## src/logic/fb_pkg.sv

```systemverilog
// frame buffer package with pixel, word and address widths, their types, slot and clear enums

package fb_pkg;

   //////////////////////////////////////////////////////////////////////
   // widths
   //////////////////////////////////////////////////////////////////////

   // one grey level per pixel
   localparam int PIXEL_W = 8;
   // memory word holds a group of four pixels
   localparam int WORD_W = 32;
   localparam int PIXELS_PER_WORD = WORD_W / PIXEL_W;
   // word address into the frame memory
   localparam int ADDR_W = 19;

   //////////////////////////////////////////////////////////////////////
   // types
   //////////////////////////////////////////////////////////////////////

   typedef logic [PIXEL_W-1:0] pixel_t;
   // pixel 0 of the group sits in bits 7:0
   typedef logic [WORD_W-1:0] word_t;
   typedef logic [ADDR_W-1:0] addr_t;

   // four cycle memory slot, taken from hcount[1:0]
   typedef enum logic [1:0] {
      SLOT_FETCH  = 2'd0,
      SLOT_SPARE1 = 2'd1,
      SLOT_WRITE  = 2'd2,
      SLOT_SPARE3 = 2'd3
   } mem_slot_e;

   // clear sweep state
   typedef enum logic {
      CLEAR_IDLE,
      CLEAR_SWEEP
   } clear_state_e;

endpackage

```

## src/logic/fb_write_if.sv

```systemverilog
// interface fb_write_if for one write requester and the memory slot arbiter

interface fb_write_if;

   // request level, held until taken
   logic          req;
   fb_pkg::addr_t addr;
   fb_pkg::word_t data;
   // single cycle, high in the write slot that commits the word
   logic          taken;

   modport requester (
      output req, addr, data,
      input  taken
   );

   modport arbiter (
      input  req, addr, data,
      output taken
   );

endinterface

```

## src/logic/display_fetch.sv

```systemverilog
// module display_fetch with word prefetch, pixel shift register and aligned video outputs

module display_fetch #(
   parameter int H_ACTIVE = 640,
   parameter int H_TOTAL  = 800,
   parameter int V_ACTIVE = 480,
   parameter int V_TOTAL  = 525
) (
   input  logic                       clk,
   input  logic                       rst_n,
   input  logic [$clog2(H_TOTAL)-1:0] hcount,
   input  logic [$clog2(V_TOTAL)-1:0] vcount,
   input  logic                       hsync,
   input  logic                       vsync,
   input  logic                       blank,
   input  fb_pkg::word_t              mem_rdata,
   output fb_pkg::addr_t              fetch_addr,
   output fb_pkg::pixel_t             vga_pixel,
   output logic                       vga_hsync,
   output logic                       vga_vsync,
   output logic                       vga_blank
);

   localparam int HC_W           = $clog2(H_TOTAL);
   localparam int VC_W           = $clog2(V_TOTAL);
   localparam int LANE_W         = $clog2(fb_pkg::PIXELS_PER_WORD);
   localparam int WORDS_PER_LINE = H_ACTIVE / fb_pkg::PIXELS_PER_WORD;

   logic [HC_W-1:0] col_word;
   logic [VC_W-1:0] row;
   logic            capture;
   logic            load;
   fb_pkg::word_t   fetch_word;
   fb_pkg::word_t   shift_word;

   //////////////////////////////////////////////////////////////////////
   // prefetch address
   //////////////////////////////////////////////////////////////////////

   // group for columns c..c+3 is addressed at count c-4
   // last group of the line points at the start of the next row
   always_comb begin
      if (int'(hcount) == H_TOTAL - fb_pkg::PIXELS_PER_WORD) begin
         col_word = '0;
         row      = (int'(vcount) == V_TOTAL - 1) ? '0 : vcount + 1'b1;
      end else begin
         col_word = (hcount >> LANE_W) + 1'b1;
         row      = vcount;
      end
      // outside the picture the address parks at 0
      if ((int'(col_word) < WORDS_PER_LINE) && (int'(row) < V_ACTIVE)) begin
         fetch_addr = fb_pkg::addr_t'(row) * fb_pkg::addr_t'(WORDS_PER_LINE)
                    + fb_pkg::addr_t'(col_word);
      end else begin
         fetch_addr = '0;
      end
   end

   //////////////////////////////////////////////////////////////////////
   // capture and shift
   //////////////////////////////////////////////////////////////////////

   // read issued in the fetch slot comes back two cycles later
   assign capture = (hcount[1:0] == 2'd2);
   // reload one cycle before the first column of the group
   assign load    = (hcount[1:0] == 2'd3);

   always_ff @(posedge clk) begin
      if (capture) begin
         fetch_word <= mem_rdata;
      end
      if (load) begin
         shift_word <= fetch_word;
      end else begin
         shift_word <= shift_word >> fb_pkg::PIXEL_W;
      end
   end

   // one register stage for pixel, syncs and blank together
   always_ff @(posedge clk or negedge rst_n) begin
      if (!rst_n) begin
         vga_pixel <= '0;
         vga_hsync <= 1'b0;
         vga_vsync <= 1'b0;
         vga_blank <= 1'b1;
      end else begin
         vga_pixel <= blank ? '0 : shift_word[fb_pkg::PIXEL_W-1:0];
         vga_hsync <= hsync;
         vga_vsync <= vsync;
         vga_blank <= blank;
      end
   end

endmodule

```

## src/logic/fb_display_top.sv

```systemverilog
// module fb_display_top connecting timing, camera packer, clear sweep, slot arbiter and display

module fb_display_top #(
   parameter int H_ACTIVE = 640,
   parameter int H_FRONT  = 16,
   parameter int H_SYNC   = 96,
   parameter int H_TOTAL  = 800,
   parameter int V_ACTIVE = 480,
   parameter int V_FRONT  = 10,
   parameter int V_SYNC   = 2,
   parameter int V_TOTAL  = 525
) (
   input  logic           clk,
   input  logic           rst_n,
   // camera stream
   input  logic           cam_frame_start,
   input  logic           cam_valid,
   input  fb_pkg::pixel_t cam_pixel,
   // clear control
   input  logic           clear_start,
   output logic           clear_busy,
   // memory port
   output fb_pkg::addr_t  mem_addr,
   output fb_pkg::word_t  mem_wdata,
   output logic           mem_we,
   input  fb_pkg::word_t  mem_rdata,
   // video out
   output fb_pkg::pixel_t vga_pixel,
   output logic           vga_hsync,
   output logic           vga_vsync,
   output logic           vga_blank
);

   localparam int HC_W = $clog2(H_TOTAL);
   localparam int VC_W = $clog2(V_TOTAL);

   logic [HC_W-1:0] hcount;
   logic [VC_W-1:0] vcount;
   logic            hsync;
   logic            vsync;
   logic            blank;
   fb_pkg::addr_t   fetch_addr;

   // write requesters
   fb_write_if clear_wr ();
   fb_write_if cam_wr ();

   video_timing #(
      .H_ACTIVE(H_ACTIVE), .H_FRONT(H_FRONT), .H_SYNC(H_SYNC), .H_TOTAL(H_TOTAL),
      .V_ACTIVE(V_ACTIVE), .V_FRONT(V_FRONT), .V_SYNC(V_SYNC), .V_TOTAL(V_TOTAL)
   ) video_timing_inst (
      .clk(clk), .rst_n(rst_n),
      .hcount(hcount), .vcount(vcount),
      .hsync(hsync), .vsync(vsync), .blank(blank)
   );

   pixel_packer #(.H_ACTIVE(H_ACTIVE), .V_ACTIVE(V_ACTIVE)) pixel_packer_inst (
      .clk(clk), .rst_n(rst_n),
      .cam_frame_start(cam_frame_start), .cam_valid(cam_valid), .cam_pixel(cam_pixel),
      .clear_busy(clear_busy), .wr(cam_wr.requester)
   );

   frame_clear #(.H_ACTIVE(H_ACTIVE), .V_ACTIVE(V_ACTIVE)) frame_clear_inst (
      .clk(clk), .rst_n(rst_n),
      .clear_start(clear_start), .blank(blank),
      .clear_busy(clear_busy), .wr(clear_wr.requester)
   );

   mem_slot_arbiter #(.H_TOTAL(H_TOTAL)) mem_slot_arbiter_inst (
      .clk(clk), .rst_n(rst_n), .hcount(hcount),
      .clear_wr(clear_wr.arbiter), .cam_wr(cam_wr.arbiter),
      .fetch_addr(fetch_addr),
      .mem_addr(mem_addr), .mem_wdata(mem_wdata), .mem_we(mem_we)
   );

   display_fetch #(
      .H_ACTIVE(H_ACTIVE), .H_TOTAL(H_TOTAL), .V_ACTIVE(V_ACTIVE), .V_TOTAL(V_TOTAL)
   ) display_fetch_inst (
      .clk(clk), .rst_n(rst_n),
      .hcount(hcount), .vcount(vcount),
      .hsync(hsync), .vsync(vsync), .blank(blank),
      .mem_rdata(mem_rdata), .fetch_addr(fetch_addr),
      .vga_pixel(vga_pixel), .vga_hsync(vga_hsync),
      .vga_vsync(vga_vsync), .vga_blank(vga_blank)
   );

endmodule

```

## src/logic/frame_clear.sv

```systemverilog
// module frame_clear with a zero write sweep over all word addresses during blanking

module frame_clear #(
   parameter int H_ACTIVE = 640,
   parameter int V_ACTIVE = 480
) (
   input  logic          clk,
   input  logic          rst_n,
   input  logic          clear_start,
   input  logic          blank,
   output logic          clear_busy,
   fb_write_if.requester wr
);

   localparam int WORD_COUNT = (H_ACTIVE / fb_pkg::PIXELS_PER_WORD) * V_ACTIVE;
   localparam fb_pkg::addr_t LAST_ADDR = fb_pkg::addr_t'(WORD_COUNT - 1);

   fb_pkg::clear_state_e state;
   fb_pkg::addr_t        clear_addr;

   // sweep FSM
   // a start pulse restarts the sweep from word 0 in any state
   always_ff @(posedge clk or negedge rst_n) begin
      if (!rst_n) begin
         state      <= fb_pkg::CLEAR_IDLE;
         clear_addr <= '0;
      end else begin
         if (clear_start) begin
            state      <= fb_pkg::CLEAR_SWEEP;
            clear_addr <= '0;
         end else if ((state == fb_pkg::CLEAR_SWEEP) && wr.taken) begin
            // last word written, back to idle
            if (clear_addr == LAST_ADDR) begin
               state <= fb_pkg::CLEAR_IDLE;
            end else begin
               clear_addr <= clear_addr + 1'b1;
            end
         end
      end
   end

   assign clear_busy = (state == fb_pkg::CLEAR_SWEEP);

   // writes only go out while the screen is blanked
   // so the display never reads a half cleared line
   assign wr.req  = (state == fb_pkg::CLEAR_SWEEP) && blank;
   assign wr.addr = clear_addr;
   assign wr.data = '0;

endmodule

```

## src/logic/mem_slot_arbiter.sv

```systemverilog
// module mem_slot_arbiter that decodes the memory slot and drives the shared memory port

module mem_slot_arbiter #(
   parameter int H_TOTAL = 800
) (
   input  logic                       clk,
   input  logic                       rst_n,
   input  logic [$clog2(H_TOTAL)-1:0] hcount,
   fb_write_if.arbiter                clear_wr,
   fb_write_if.arbiter                cam_wr,
   input  fb_pkg::addr_t              fetch_addr,
   output fb_pkg::addr_t              mem_addr,
   output fb_pkg::word_t              mem_wdata,
   output logic                       mem_we
);

   fb_pkg::mem_slot_e slot_q;

   // slot decoded one cycle early from hcount
   // line length is a multiple of 4 so the low bits just step by one
   always_ff @(posedge clk or negedge rst_n) begin
      if (!rst_n) begin
         slot_q <= fb_pkg::SLOT_FETCH;
      end else begin
         slot_q <= fb_pkg::mem_slot_e'(hcount[1:0] + 2'd1);
      end
   end

   //////////////////////////////////////////////////////////////////////
   // port mux
   //////////////////////////////////////////////////////////////////////

   always_comb begin
      clear_wr.taken = 1'b0;
      cam_wr.taken   = 1'b0;
      mem_we         = 1'b0;
      mem_addr       = fetch_addr;
      mem_wdata      = '0;
      if (slot_q == fb_pkg::SLOT_WRITE) begin
         // fixed priority, clear before camera
         if (clear_wr.req) begin
            clear_wr.taken = 1'b1;
            mem_we         = 1'b1;
            mem_addr       = clear_wr.addr;
            mem_wdata      = clear_wr.data;
         end else if (cam_wr.req) begin
            cam_wr.taken = 1'b1;
            mem_we       = 1'b1;
            mem_addr     = cam_wr.addr;
            mem_wdata    = cam_wr.data;
         end
      end
   end

endmodule

```

## src/logic/pixel_packer.sv

```systemverilog
// module pixel_packer that groups camera pixels into words and holds one pending write

module pixel_packer #(
   parameter int H_ACTIVE = 640,
   parameter int V_ACTIVE = 480
) (
   input  logic           clk,
   input  logic           rst_n,
   input  logic           cam_frame_start,
   input  logic           cam_valid,
   input  fb_pkg::pixel_t cam_pixel,
   input  logic           clear_busy,
   fb_write_if.requester  wr
);

   localparam int WORD_COUNT = (H_ACTIVE / fb_pkg::PIXELS_PER_WORD) * V_ACTIVE;
   localparam int LANE_W     = $clog2(fb_pkg::PIXELS_PER_WORD);
   localparam logic [LANE_W-1:0] LAST_LANE = LANE_W'(fb_pkg::PIXELS_PER_WORD - 1);
   localparam fb_pkg::addr_t LAST_ADDR = fb_pkg::addr_t'(WORD_COUNT - 1);

   fb_pkg::word_t     asm_word;
   fb_pkg::word_t     next_word;
   fb_pkg::addr_t     word_addr;
   logic [LANE_W-1:0] lane;
   logic              armed;
   logic              accept;
   logic              word_done;

   // pixels count only inside a frame that started with no clear running
   assign accept    = cam_valid && armed && !clear_busy && !cam_frame_start;
   assign word_done = accept && (lane == LAST_LANE);
   // new pixel enters at the top, first pixel ends up in the low byte
   assign next_word = {cam_pixel, asm_word[fb_pkg::WORD_W-1:fb_pkg::PIXEL_W]};

   //////////////////////////////////////////////////////////////////////
   // control
   //////////////////////////////////////////////////////////////////////

   always_ff @(posedge clk or negedge rst_n) begin
      if (!rst_n) begin
         armed     <= 1'b0;
         lane      <= '0;
         word_addr <= '0;
         wr.req    <= 1'b0;
      end else begin
         // a clear drops the frame, assembly waits for the next start
         if (clear_busy) begin
            armed <= 1'b0;
         end else if (cam_frame_start) begin
            armed <= 1'b1;
         end
         if (cam_frame_start) begin
            lane      <= '0;
            word_addr <= '0;
         end else if (accept) begin
            lane <= lane + 1'b1;
            if (word_done) begin
               word_addr <= (word_addr == LAST_ADDR) ? '0 : word_addr + 1'b1;
            end
         end
         // a finished word wins over the taken of the previous one
         if (word_done) begin
            wr.req <= 1'b1;
         end else if (wr.taken) begin
            wr.req <= 1'b0;
         end
      end
   end

   // assembly and pending word
   always_ff @(posedge clk) begin
      if (accept) begin
         asm_word <= next_word;
      end
      if (word_done) begin
         wr.data <= next_word;
         wr.addr <= word_addr;
      end
   end

endmodule

```

## src/logic/video_timing.sv

```systemverilog
// module video_timing with free running line and frame counters, registered sync and blank

module video_timing #(
   parameter int H_ACTIVE = 640,
   parameter int H_FRONT  = 16,
   parameter int H_SYNC   = 96,
   parameter int H_TOTAL  = 800,
   parameter int V_ACTIVE = 480,
   parameter int V_FRONT  = 10,
   parameter int V_SYNC   = 2,
   parameter int V_TOTAL  = 525
) (
   input  logic                       clk,
   input  logic                       rst_n,
   output logic [$clog2(H_TOTAL)-1:0] hcount,
   output logic [$clog2(V_TOTAL)-1:0] vcount,
   output logic                       hsync,
   output logic                       vsync,
   output logic                       blank
);

   localparam int HC_W = $clog2(H_TOTAL);
   localparam int VC_W = $clog2(V_TOTAL);
   // sync windows, counted from the start of the line or frame
   localparam int HS_START = H_ACTIVE + H_FRONT;
   localparam int HS_END   = HS_START + H_SYNC;
   localparam int VS_START = V_ACTIVE + V_FRONT;
   localparam int VS_END   = VS_START + V_SYNC;

   logic [HC_W-1:0] h_next;
   logic [VC_W-1:0] v_next;

   // next count, line wrap steps the line counter
   always_comb begin
      h_next = hcount + 1'b1;
      v_next = vcount;
      if (int'(hcount) == H_TOTAL - 1) begin
         h_next = '0;
         v_next = (int'(vcount) == V_TOTAL - 1) ? '0 : vcount + 1'b1;
      end
   end

   // sync and blank decoded from the next count
   // so that they line up with hcount and vcount
   always_ff @(posedge clk or negedge rst_n) begin
      if (!rst_n) begin
         hcount <= '0;
         vcount <= '0;
         hsync  <= 1'b0;
         vsync  <= 1'b0;
         blank  <= 1'b0;
      end else begin
         hcount <= h_next;
         vcount <= v_next;
         hsync  <= (int'(h_next) >= HS_START) && (int'(h_next) < HS_END);
         vsync  <= (int'(v_next) >= VS_START) && (int'(v_next) < VS_END);
         blank  <= (int'(h_next) >= H_ACTIVE) || (int'(v_next) >= V_ACTIVE);
      end
   end

endmodule

```

## config.mk

```make
export PLATFORM = sky130hd
export DESIGN_NAME = fb_display_top
export DESIGN_NICKNAME = d
export VERILOG_FILES = /design/src/logic/fb_pkg.sv /design/src/logic/fb_write_if.sv /design/src/logic/display_fetch.sv /design/src/logic/fb_display_top.sv /design/src/logic/frame_clear.sv /design/src/logic/mem_slot_arbiter.sv /design/src/logic/pixel_packer.sv /design/src/logic/video_timing.sv
export SDC_FILE = /design/constraint.sdc
export NUM_CORES = 1
export LEC_CHECK = 0
export BUFFER_PORTS_ARGS = -buffer_cell sky130_fd_sc_hd__clkbuf_2
export CAP_MARGIN = 30
export CORE_AREA = 5 5 141 156
export DETAILED_ROUTE_END_ITERATION = 10
export DIE_AREA = 0 0 146 161
export MAX_ROUTING_LAYER = met4
export PLACE_DENSITY = 0.76
export SKIP_LAST_GASP = 1
export SLEW_MARGIN = 5
export SYNTH_ARGS = -nofsm -noshare
export SYNTH_HDL_FRONTEND = slang
export SYNTH_HIERARCHICAL = 1
export SYNTH_SLANG_ARGS = --single-unit
```

## constraint.sdc

```tcl
create_clock -name clk -period 5 [get_ports clk]
set_clock_uncertainty 0.15 [all_clocks]
set_input_delay 0.5 -clock clk [delete_from_list [all_inputs] [get_ports clk]]
set_output_delay 0.5 -clock clk [all_outputs]
set_load 0.01 [all_outputs]
```

==> results of run 1 <==
## kinds of logic after synthesis
family	count (synthesis)	synth area share, %
multiplexers	28	2.92
XOR/XNOR	55	4.50
buffers and inverters	97	5.41
other	2	0.0702
adder cells (fa/ha/maj)	32	3.88
flip-flops	218	54.5
AND/OR/NAND/NOR	321	17.1
AO/OA/AOI/OAI	157	11.6
## layout make-up
| type | count | share of cell area (%) |
|---|---|---|
| timing repair buffer | 182 | 9.01 |
| tap | 256 | 2.46 |
| clock inverter | 10 | 0.846 |
| inverter | 28 | 0.807 |
| clock buffer | 34 | 5.38 |
| multi-input combinational | 626 | 36.6 |
| antenna | 1 | 0.0192 |
| sequential | 218 | 44.8 |
## power by group through the flow
stage | Clock, mW | Combinational (mW) | Sequential [mW]
6_report | 1.77 | 0.0656 | 1.89
5_1_grt | 1.91 | 0.0762 | 1.89
4_1_cts | 1.82 | 0.0659 | 1.89
3_5_place_dp | 0 | 0.0596 | 1.93
3_3_place_gp | 0 | 0.0551 | 1.93
2_1_floorplan | 0 | 0.0349 | 1.93
## critical path: stages (launching register included)
cell and delay (ns):
dfrtp_2 0.39, ha_4 0.13, or3b_4 0.38, or3_4 0.45
o31a_1 0.33, or2_4 0.28, ha_4 0.25, ha_4 0.23
nor2_2 0.18, a211oi_4 0.06, o31a_1 0.26, or3_4 0.37
or4_1 0.57, a21oi_2 0.14, a221o_1 0.15, clkbuf_2 0.13
## final timing paths
| check | startpoint | end | slack (ns) | depth (start not counted) |
|---|---|---|---|---|
| setup / recovery | video_timing_inst/hcount[3]$_DFF_PN0_ | mem_addr[15] | -0.44 | 15 |
| hold / removal | mem_rdata[17] | display_fetch_inst/fetch_word[17]$_DFFE_PN_ | 0.02 | 1 |
| setup reg to reg | video_timing_inst/hcount[0]$_DFF_PN0_ | video_timing_inst/vsync$_DFF_PN0_ | 1.91 | 8 |
| hold reg to reg | video_timing_inst/hsync$_DFF_PN0_ | display_fetch_inst/vga_hsync$_DFF_PN0_ | 0.21 | 0 |
| max in group asynchronous | rst_n | frame_clear_inst/wr.addr[18]$_DFFE_PN0P_ | 3.72 | 4 |
| min in group asynchronous | rst_n | video_timing_inst/vsync$_DFF_PN0_ | 0.17 | 2 |
## sequential cells by signal, summed over array words and instances, names as in the netlist, 2 cells and up
name,cells
display_fetch_inst/fetch_word,32
display_fetch_inst/shift_word,32
display_fetch_inst/vga_pixel,8
frame_clear_inst/wr.addr,19
mem_slot_arbiter_inst/slot_q,2
pixel_packer_inst/asm_word,24
pixel_packer_inst/lane,2
pixel_packer_inst/word_addr,19
pixel_packer_inst/wr.addr,19
pixel_packer_inst/wr.data,32
video_timing_inst/hcount,10
video_timing_inst/vcount,10
## layer usage
metal / global-route usage, % / vias to the layer above
met1: 25.7 / 3678
met3: 2.81 / 26
met2: 33.5 / 225
met4: 3.68 / 0
li1: - / 3653
met5: - / -
## repair_timing
| action | in CTS | in global routing |
|---|---|---|
| endpoints found under the setup margin | 9 | 9 |
| resized for setup | 29 | 19 |
| hold endpoints to repair | 28 | 2 |
| buffers inserted | 3 | 2 |
| hold buffers | 10 | 2 |
| pin swaps | 23 | 10 |
## placed cells by master, fill, tap and decap left out, types with 5 or more instances in the layout
cell type,synthesis,final
a21o_1,5,5
a21oi_1,16,12
a221o_1,21,21
a22o_1,33,33
and2_1,23,22
and3_1,13,13
buf_4,37,59
clkbuf_1,16,6
clkbuf_16,0,26
clkbuf_2,0,106
clkinv_2,0,5
conb_1,2,33
dfrtp_1,78,75
dfxtp_1,32,32
dlygate4sd3_1,0,12
edfxtp_1,107,107
ha_1,30,22
ha_4,0,7
inv_1,28,25
mux2_2,25,25
nand2_1,42,42
nand2b_1,8,7
nand3_1,36,35
nand4_1,20,20
nor2_1,72,68
nor2_2,10,13
nor2b_1,15,13
nor3_1,15,14
nor4_1,13,10
nor4_2,3,5
o21ai_0,21,14
o21ai_1,5,8
o21ai_2,1,5
xnor2_1,27,25
xor2_1,28,27
## per-stage QoR
step | TNS (ns) | power (mW) | hold slack [ns]
2_1_floorplan | 0 | 1.96 | 0.0544
3_3_place_gp | -0.00758 | 1.98 | 0.137
3_5_place_dp | -0.322 | 1.98 | 0.141
4_1_cts | -2.16 | 3.77 | 0.0000785
5_1_grt | -3.30 | 3.88 | 0.00111
6_report | -2.12 | 3.72 | 0.0213
==> flow_summary.json, run 1 <==
{
  "met3_length_um": 1170,
  "p_per_area_nw_per_um2": 286,
  "power_frac_comb_pct": 1.8,
  "max-vdd-ir-drop_uv": 266,
  "yosys.area.top_type": "edfxtp_1",
  "clock_sinks": 218,
  "hpwl_um": 15200,
  "synth_cell_types": 89,
  "clkPwrFrac_pct": 47.5,
  "grt_pass1_vias": 7594,
  "die-width_um": 146,
  "wl_per_cell_um": 16.6,
  "cp_max_fo": 7,
  "grt_overflow_total": 0,
  "setup_slack_ns": -0.443,
  "wl_um": 22500,
  "antenna_found_initial": 1,
  "critPathRequiredTime_ns": 4.35,
  "synth_seq_cells": 218,
  "postSynthAreaPerCell_um2": 11.8,
  "drive_gt1_share_pct": 30.1,
  "fin_cells": 1355,
  "ant_nets": 0,
  "drv_slew": 0,
  "dieHeight_um": 161,
  "syn2layout_area_growth_pct": 21.6,
  "synthArstFlopShare_pct": 36.2,
  "port_buffers": 108,
  "arrival_ns": 4.79,
  "top_layer_used": "met4",
  "finalSetupViolCount": 6,
  "synthTopCellsByArea": "edfxtp_1, dfrtp_1, dfxtp_1, ha_1, a22o_1",
  "cap_violations": 0,
  "yosysMostFrequentCell": "edfxtp_1",
  "synth_top_cell_area_share_pct": 30.0,
  "synth_seq_area_share_pct": 54.5,
  "synth-edff-count": 107,
  "cts_tree": "yes",
  "fin_nets": 1157,
  "seqPwrFrac_pct": 50.8,
  "grt_max_degree": 60,
  "slew_headroom_pct": 53.6,
  "drcViolationCount": 0,
  "hold_viol": 0,
  "drt-vias-per-instance": 5.60,
  "nFillCells": 1556,
  "switchingPower_mw": 0.722,
  "drt_iter0_markers": 451,
  "clk_pin_slew_ns": 0.06,
  "grt_use_total_pct": 19.7,
  "htreeDepth": 1,
  "worstSetupStartpointType": "flip-flop",
  "multiInputGateArea_um2": 4770,
  "yosys_warnings": 6,
  "finalCriticalPeriod_ns": 5.44,
  "final_util_pct": 64.1,
  "preCtsSetupSlack_ns": -0.115,
  "min_period_over_period_pct": 109,
  "placed_area_um2": 11800,
  "rows": 55,
  "io_pins": 109,
  "cts_root_buf": "clkbuf_16",
  "netlist_area_um2": 10700,
  "wl_met2_um": 11300,
  "synth_ff_type": "edfxtp_1",
  "seqCellArea_um2": 5840,
  "grt_pass1_wl_um": 37900,
  "coreArea_um2": 20300,
  "netlist_top_cells_count": "edfxtp_1, dfrtp_1, nor2_1",
  "status": "finished with violations",
  "max_freq_mhz": 184,
  "cts_buffers": 24,
  "die_area_um2": 23500,
  "dp.cells": 1292,
  "tightest_slew_ns": 0.690,
  "start_util_pct": 52.7,
  "violations": "setup timing",
  "drt_first_pass_iters": 5,
  "min_path_type": "in2reg",
  "path_class": "reg2out",
  "rsz0062_at_grt": "yes",
  "p_int_mw": 3.00,
  "dr_total_vias": 7582,
  "crit_path_end_kind": "output port",
  "p_leak_nw": 5.41,
  "gp_congestion": 0.877,
  "synth_cells": 910,
  "clock_latency_ns": 0.50,
  "postLayoutCellArea_um2": 13000,
  "clockBufferDepth": 3,
  "switching_share_pct": 19.4,
  "wl_met1_um": 9720
}
Power figures use the tool's default switching activity.
==> run 2, diff against run 1 <==
GPL_TIMING_DRIVEN = 0   (was unset)
==> run 2 against run 1 <==
Compared with the run above: core utilization rose by 0.73 points; critical path depth grew 2; global-route usage increased by 0.67 points; wire length up 4.5%; die area unchanged; non-clock buffer count is 25 higher; sequential share of layout area down 0.43 points; cell area increased by 1.1%; the run still ends with setup timing left; clock-buffer cell count shrank 1.
==> flow_summary.json, run 2 (same netlist as run 1, synthesis figures left out) <==
{
  "die_area_um2": 23500,
  "cap_violations": 0,
  "syn2layout_area_growth_pct": 23.0,
  "setup_slack_ns": -0.586,
  "clk_pin_slew_ns": 0.06,
  "drive_gt1_share_pct": 31.6,
  "rsz0062_at_grt": "yes",
  "wl_um": 23500,
  "fin_nets": 1181,
  "n_antenna_cell": 0,
  "top_regs": "display_fetch_inst/fetch_word (32), display_fetch_inst/shift_word (32), pixel_packer_inst/wr.data (32)",
  "cts_buffers": 23,
  "min_period_over_period_pct": 112,
  "fin_cells": 1376,
  "dp.cells": 1307,
  "drt_iter0_markers": 403,
  "cp_max_fo": 5,
  "p_per_area_nw_per_um2": 276,
  "final_util_pct": 64.8,
  "grt_pass1_wl_um": 38800,
  "grt_overflow_total": 0,
  "finalSetupViolCount": 7,
  "dieHeight_um": 161,
  "preCtsSetupSlack_ns": -0.470,
  "port_buffers": 107,
  "ant_nets": 0,
  "crit_path_end_kind": "output port",
  "clock_sinks": 218,
  "violations": "setup timing",
  "antenna_found_initial": 0,
  "clock_latency_ns": 0.50,
  "p_leak_nw": 5.49,
  "max-vdd-ir-drop_uv": 321,
  "status": "finished with violations",
  "io_pins": 109,
  "p_total_mw": 3.64,
  "arrival_ns": 4.94,
  "start_util_pct": 52.7,
  "layout_common_cells": "edfxtp_1, clkbuf_2, nor2_1, dfrtp_1, buf_4",
  "max_freq_mhz": 179,
  "hold_viol": 0,
  "clockBufferDepth": 3,
  "finalCriticalPeriod_ns": 5.59,
  "htreeDepth": 1,
  "drt_first_pass_iters": 4,
  "min_path_type": "in2reg",
  "slew_headroom_pct": 42.2,
  "coreArea_um2": 20300,
  "path_class": "reg2out",
  "rows": 55,
  "grt_pass1_vias": 7712,
  "hpwl_um": 15900,
  "grt_use_total_pct": 20.4,
  "nFillCells": 1520,
  "cts_root_buf": "clkbuf_16",
  "worstSetupStartpointType": "flip-flop",
  "die-width_um": 146,
  "final_common_cell": "edfxtp_1",
  "dr_total_vias": 7618,
  "fin_tns_setup_ns": -3.21,
  "gp_congestion": 0.870,
  "critPathRequiredTime_ns": 4.35,
  "drt-vias-per-instance": 5.54,
  "drcViolationCount": 0,
  "cts_tree": "yes",
  "drv_slew": 0,
  "tightest_slew_ns": 0.866,
  "grt_max_degree": 60,
  "wl_per_cell_um": 17.1
}
==> run 2: cell count changes in the layout (fill, tap and decap cells not counted), sizes merged <==
cell         previous run  this run
buf                    64        85
clkbuf                140       154
dlygate4sd3            12         1
clkinv                  6         3
clkinvlp                1         2
diode                   1         0
==> run 2: where the power goes <==
group | internal [mW] | switching, mW
clock network | 1.01 | 0.661
registers | 1.89 | 0.00324
logic | 0.0409 | 0.0376
total | 2.94 | 0.702
==> run 2: metal layers <==
layer / GRT usage, % / up-vias / wire length (um)
met5: - / - / 0
met4: 5.60 / 0 / 620
met3: 3.17 / 53 / 1070
met2: 34.5 / 177 / 11900
met1: 25.8 / 3689 / 9940
li1: - / 3699 / -
==> run 2: path summary, 6_finish.rpt <==
check                                                           start                                           to  cells after the start  slack [ns]
worst max-delay path            video_timing_inst/hcount[7]$_DFF_PN0_                                 mem_addr[17]                     17       -0.59
worst min-delay path                                    mem_rdata[16]  display_fetch_inst/fetch_word[16]$_DFFE_PN_                      1        0.03
worst max register to register      video_timing_inst/blank$_DFF_PN0_     frame_clear_inst/wr.addr[18]$_DFFE_PN0P_                     10        2.06
worst min register to register      video_timing_inst/hsync$_DFF_PN0_       display_fetch_inst/vga_hsync$_DFF_PN0_                      0        0.20
max in group asynchronous                                       rst_n        video_timing_inst/hcount[1]$_DFF_PN0_                      3        3.75
min in group asynchronous                                       rst_n       display_fetch_inst/vga_vsync$_DFF_PN0_                      2        0.32
==> run 2: critical path: stages, from the launching register on <==
cell and delay [ns]:
dfrtp_2 0.41, or4b_4 0.55, buf_4 0.17, nor3_4 0.13, buf_4 0.17, o21ai_0 0.11, nand2_1 0.09, o21ai_1 0.10
ha_1 0.35, ha_1 0.33, a211o_1 0.36, a2111o_1 0.43, o311ai_4 0.13, nand3_2 0.13, or3_1 0.43, a2111oi_4 0.23
a221o_1 0.19, clkbuf_2 0.13
==> run 2: timing repair <==
item | 4_1_cts | 5_1_grt
pin swaps | 22 | 16
endpoints found under the hold margin | 19 | 0
setup buffers | 25 | 4
endpoints found under the setup margin | 9 | 9
resized for setup | 36 | 27
hold buffers | 1 | 0
==> run 2: final cells by class <==
class	count	area, um^2	share of cell area, %
well taps	256	320	2.43
clock inverters	8	95.1	0.722
flip-flops and latches	218	5850	44.4
multi-input cells	626	4840	36.8
clock buffers	33	653	4.96
inverters	28	105	0.798
plain buffers	67	465	3.54
repair buffers	140	836	6.35
==> run 2: through the flow <==
step / hold slack, ns / cell area, um^2
6_report: 0.0265 / 13200
5_1_grt: 0.0111 / 13200
4_1_cts: 0.00934 / 13000
3_5_place_dp: 0.191 / 11900
3_3_place_gp: 0.183 / 11800
2_1_floorplan: 0.0544 / 11000
==> run 3, diff against run 2 <==
CORE_AREA = 5 5 135 150   (was 5 5 141 156)
DIE_AREA = 0 0 140 155   (was 0 0 146 161)
PLACE_DENSITY = 0.79   (was 0.76)
clock period = 5.7 ns   (was 5 ns; I/O delays follow)
==> run 3 against run 2 <==
Compared with the run above: the flow now finishes without violations; combinational power is 12% lower; first-iteration DRC count rose by 32%; register-to-register slack better by 0.70 ns; sequential share of layout area up 0.34 points; critical path type unchanged; non-clock buffer count is 2 higher; highest routed layer unchanged; clock power fell by 13%; largest power group unchanged; core utilization increased by 5.0 points; via count increased by 2.1%; sequential power shrank 12%; cell area fell by 0.77%; power decreased by 13%; global-route usage increased by 1.5 points.
==> flow_summary.json, run 3 (same netlist as run 1, synthesis figures left out) <==
{
  "cp_slowest_stage_delay_ns": 0.55,
  "wl_per_cell_um": 16.9,
  "cts_root_buf": "clkbuf_16",
  "layout_common_cells": "edfxtp_1, clkbuf_2, nor2_1",
  "seqPwrFrac_pct": 52.2,
  "setup_slack_ns": 0.0435,
  "nFillCells": 1325,
  "grt_max_degree": 55,
  "hpwl_um": 15800,
  "htreeDepth": 1,
  "tightest_slew_ns": 0.879,
  "grt_pass1_vias": 7738,
  "critPathMostFrequentCell": "ha_4",
  "cp_top_family": "simple AND/OR/NAND/NOR gates",
  "min_path_type": "in2reg",
  "coreArea_um2": 18700,
  "crit_path_end_kind": "output port",
  "r2r-start": "video_timing_inst/blank$_DFF_PN0_",
  "antenna_found_initial": 0,
  "status": "finished, final reports clean",
  "path_class": "reg2out",
  "r2r_slack_ns": 2.76,
  "final_common_cell": "edfxtp_1",
  "p_per_area_nw_per_um2": 243,
  "rsz0062_at_grt": "yes",
  "drcViolationCount": 0,
  "finalSetupViolCount": 0,
  "arrival_ns": 4.94,
  "start_util_pct": 57.2,
  "drt-vias-per-instance": 5.68,
  "max-vdd-ir-drop_uv": 262,
  "fin_tns_setup_ns": 0,
  "worstSetupStartpointType": "flip-flop",
  "rows": 53,
  "port_buffers": 107,
  "cts_tree": "yes",
  "cts_buffers": 22,
  "clkPwrFrac_pct": 45.6,
  "setup.worst_path.end": "mem_addr[15]",
  "n_antenna_cell": 0,
  "placed_area_um2": 11700,
  "drv_slew": 0,
  "drive_gt1_share_pct": 31.1,
  "power_frac_comb_pct": 2.2,
  "cp_max_fo": 8,
  "setup.worst_path.start": "video_timing_inst/hcount[5]$_DFF_PN0_",
  "dr_total_vias": 7775,
  "grt_use_total_pct": 21.9,
  "grt_overflow_total": 0,
  "finalCriticalPeriod_ns": 5.66,
  "clk_pin_slew_ns": 0.06,
  "ant_nets": 0,
  "dieHeight_um": 155,
  "grt_pass1_wl_um": 38100,
  "hold_viol": 0,
  "die-width_um": 140,
  "min_period_over_period_pct": 99.2,
  "cap_violations": 0,
  "drt_first_pass_iters": 5,
  "reg2reg_to": "frame_clear_inst/wr.addr[18]$_DFFE_PN0P_",
  "switchingPower_mw": 0.605,
  "crit_slowest_cell": "or4b_4",
  "postLayoutCellArea_um2": 13100,
  "drt_iter0_markers": 531,
  "preCtsSetupSlack_ns": -0.529,
  "p_leak_nw": 5.48,
  "gp_congestion": 0.866,
  "top_regs": "display_fetch_inst/fetch_word (32), display_fetch_inst/shift_word (32), pixel_packer_inst/wr.data (32)",
  "max_freq_mhz": 177,
  "clockBufferDepth": 3,
  "fin_nets": 1182,
  "critPathRequiredTime_ns": 4.98,
  "die_area_um2": 21700,
  "wl_um": 23200,
  "crit_chain": "or4b_4, or3_4, o31a_1, or2_4, ha_4, ha_4, o21a_1, a2111o_1, o311ai_4, nand3_1, buf_4, or4_4, a21oi_2, a221o_1, buf_2",
  "syn2layout_area_growth_pct": 22.0,
  "p_int_mw": 2.57,
  "cp.buffers_inverters": 2,
  "switching_share_pct": 19.0,
  "clock_sinks": 218,
  "worstRegToRegCells": 10,
  "slew_headroom_pct": 41.3,
  "clock_latency_ns": 0.50,
  "cp.depth": 15,
  "io_pins": 109
}
## run 3: layout make-up
| cell class | count | area [um^2] | share of cell area (%) |
|---|---|---|---|
| timing repair buffer | 143 | 858 | 6.57 |
| sequential | 218 | 5850 | 44.8 |
| inverter | 28 | 108 | 0.824 |
| tap | 247 | 309 | 2.37 |
| clock inverter | 11 | 108 | 0.824 |
| buffer | 66 | 462 | 3.53 |
| clock buffer | 29 | 639 | 4.89 |
| multi-input combinational | 626 | 4730 | 36.2 |
## run 3: worst min path at each step
stage / startpoint / to / slack (ns) / depth (start not counted)
global route: mem_rdata[0] / display_fetch_inst/fetch_word[0]$_DFFE_PN_ / 0.08 / 1
finish: mem_rdata[21] / display_fetch_inst/fetch_word[21]$_DFFE_PN_ / 0.10 / 1
detailed placement: video_timing_inst/vsync$_DFF_PN0_ / display_fetch_inst/vga_vsync$_DFF_PN0_ / 0.19 / 0
floorplan: rst_n / display_fetch_inst/vga_hsync$_DFF_PN0_ / 0.12 / 0
CTS: mem_rdata[13] / display_fetch_inst/fetch_word[13]$_DFFE_PN_ / 0.09 / 1
global placement: video_timing_inst/vsync$_DFF_PN0_ / display_fetch_inst/vga_vsync$_DFF_PN0_ / 0.18 / 0
## run 3: routing by layer
metal / GRT usage (%) / wire (um) / vias up
li1: - / - / 3712
met5: - / 0 / -
met1: 27.2 / 9600 / 3764
met4: 6.78 / 506 / 0
met3: 3.04 / 1260 / 44
met2: 37.5 / 11800 / 255
## run 3: power by group through the flow
stage	Combinational [mW]	Clock (mW)	Sequential, mW
CTS	0.0693	1.48	1.66
floorplan	0.0306	0	1.69
global route	0.0789	1.55	1.66
finish	0.0692	1.45	1.66
global placement	0.0645	0	1.69
detailed placement	0.0685	0	1.69
## run 3: what timing repair did
action | in CTS | in global routing
cloned | 0 | 0
setup buffers | 15 | 17
hold endpoints to repair | 24 | 0
gates resized for setup | 44 | 32
endpoints found under the setup margin | 9 | 4
hold buffers | 1 | 0
pin swaps | 16 | 25
## run 3: metrics by stage
stage / total power, mW / util [%] / std cells / hold WS [ns]
after floorplan: 1.72 / - / 941 / 0.124
after global placement: 1.75 / 62.4 / 1295 / 0.184
after detailed placement: 1.76 / 62.8 / 1298 / 0.186
after CTS: 3.21 / 68.5 / 1353 / 0.0868
after global routing: 3.29 / 69.9 / 1368 / 0.0826
final: 3.17 / 69.9 / 1368 / 0.102
## run 3: worst register-to-register path, stage by stage, from the launching register on
cell	delay (ns)
dfrtp_1	0.61
and2_1	0.24
and2_4	0.15
buf_6	0.13
buf_2	0.30
and2_1	0.17
clkbuf_1	0.29
nand4_1	0.24
nor4_2	0.32
xnor2_1	0.15
nor2_1	0.05
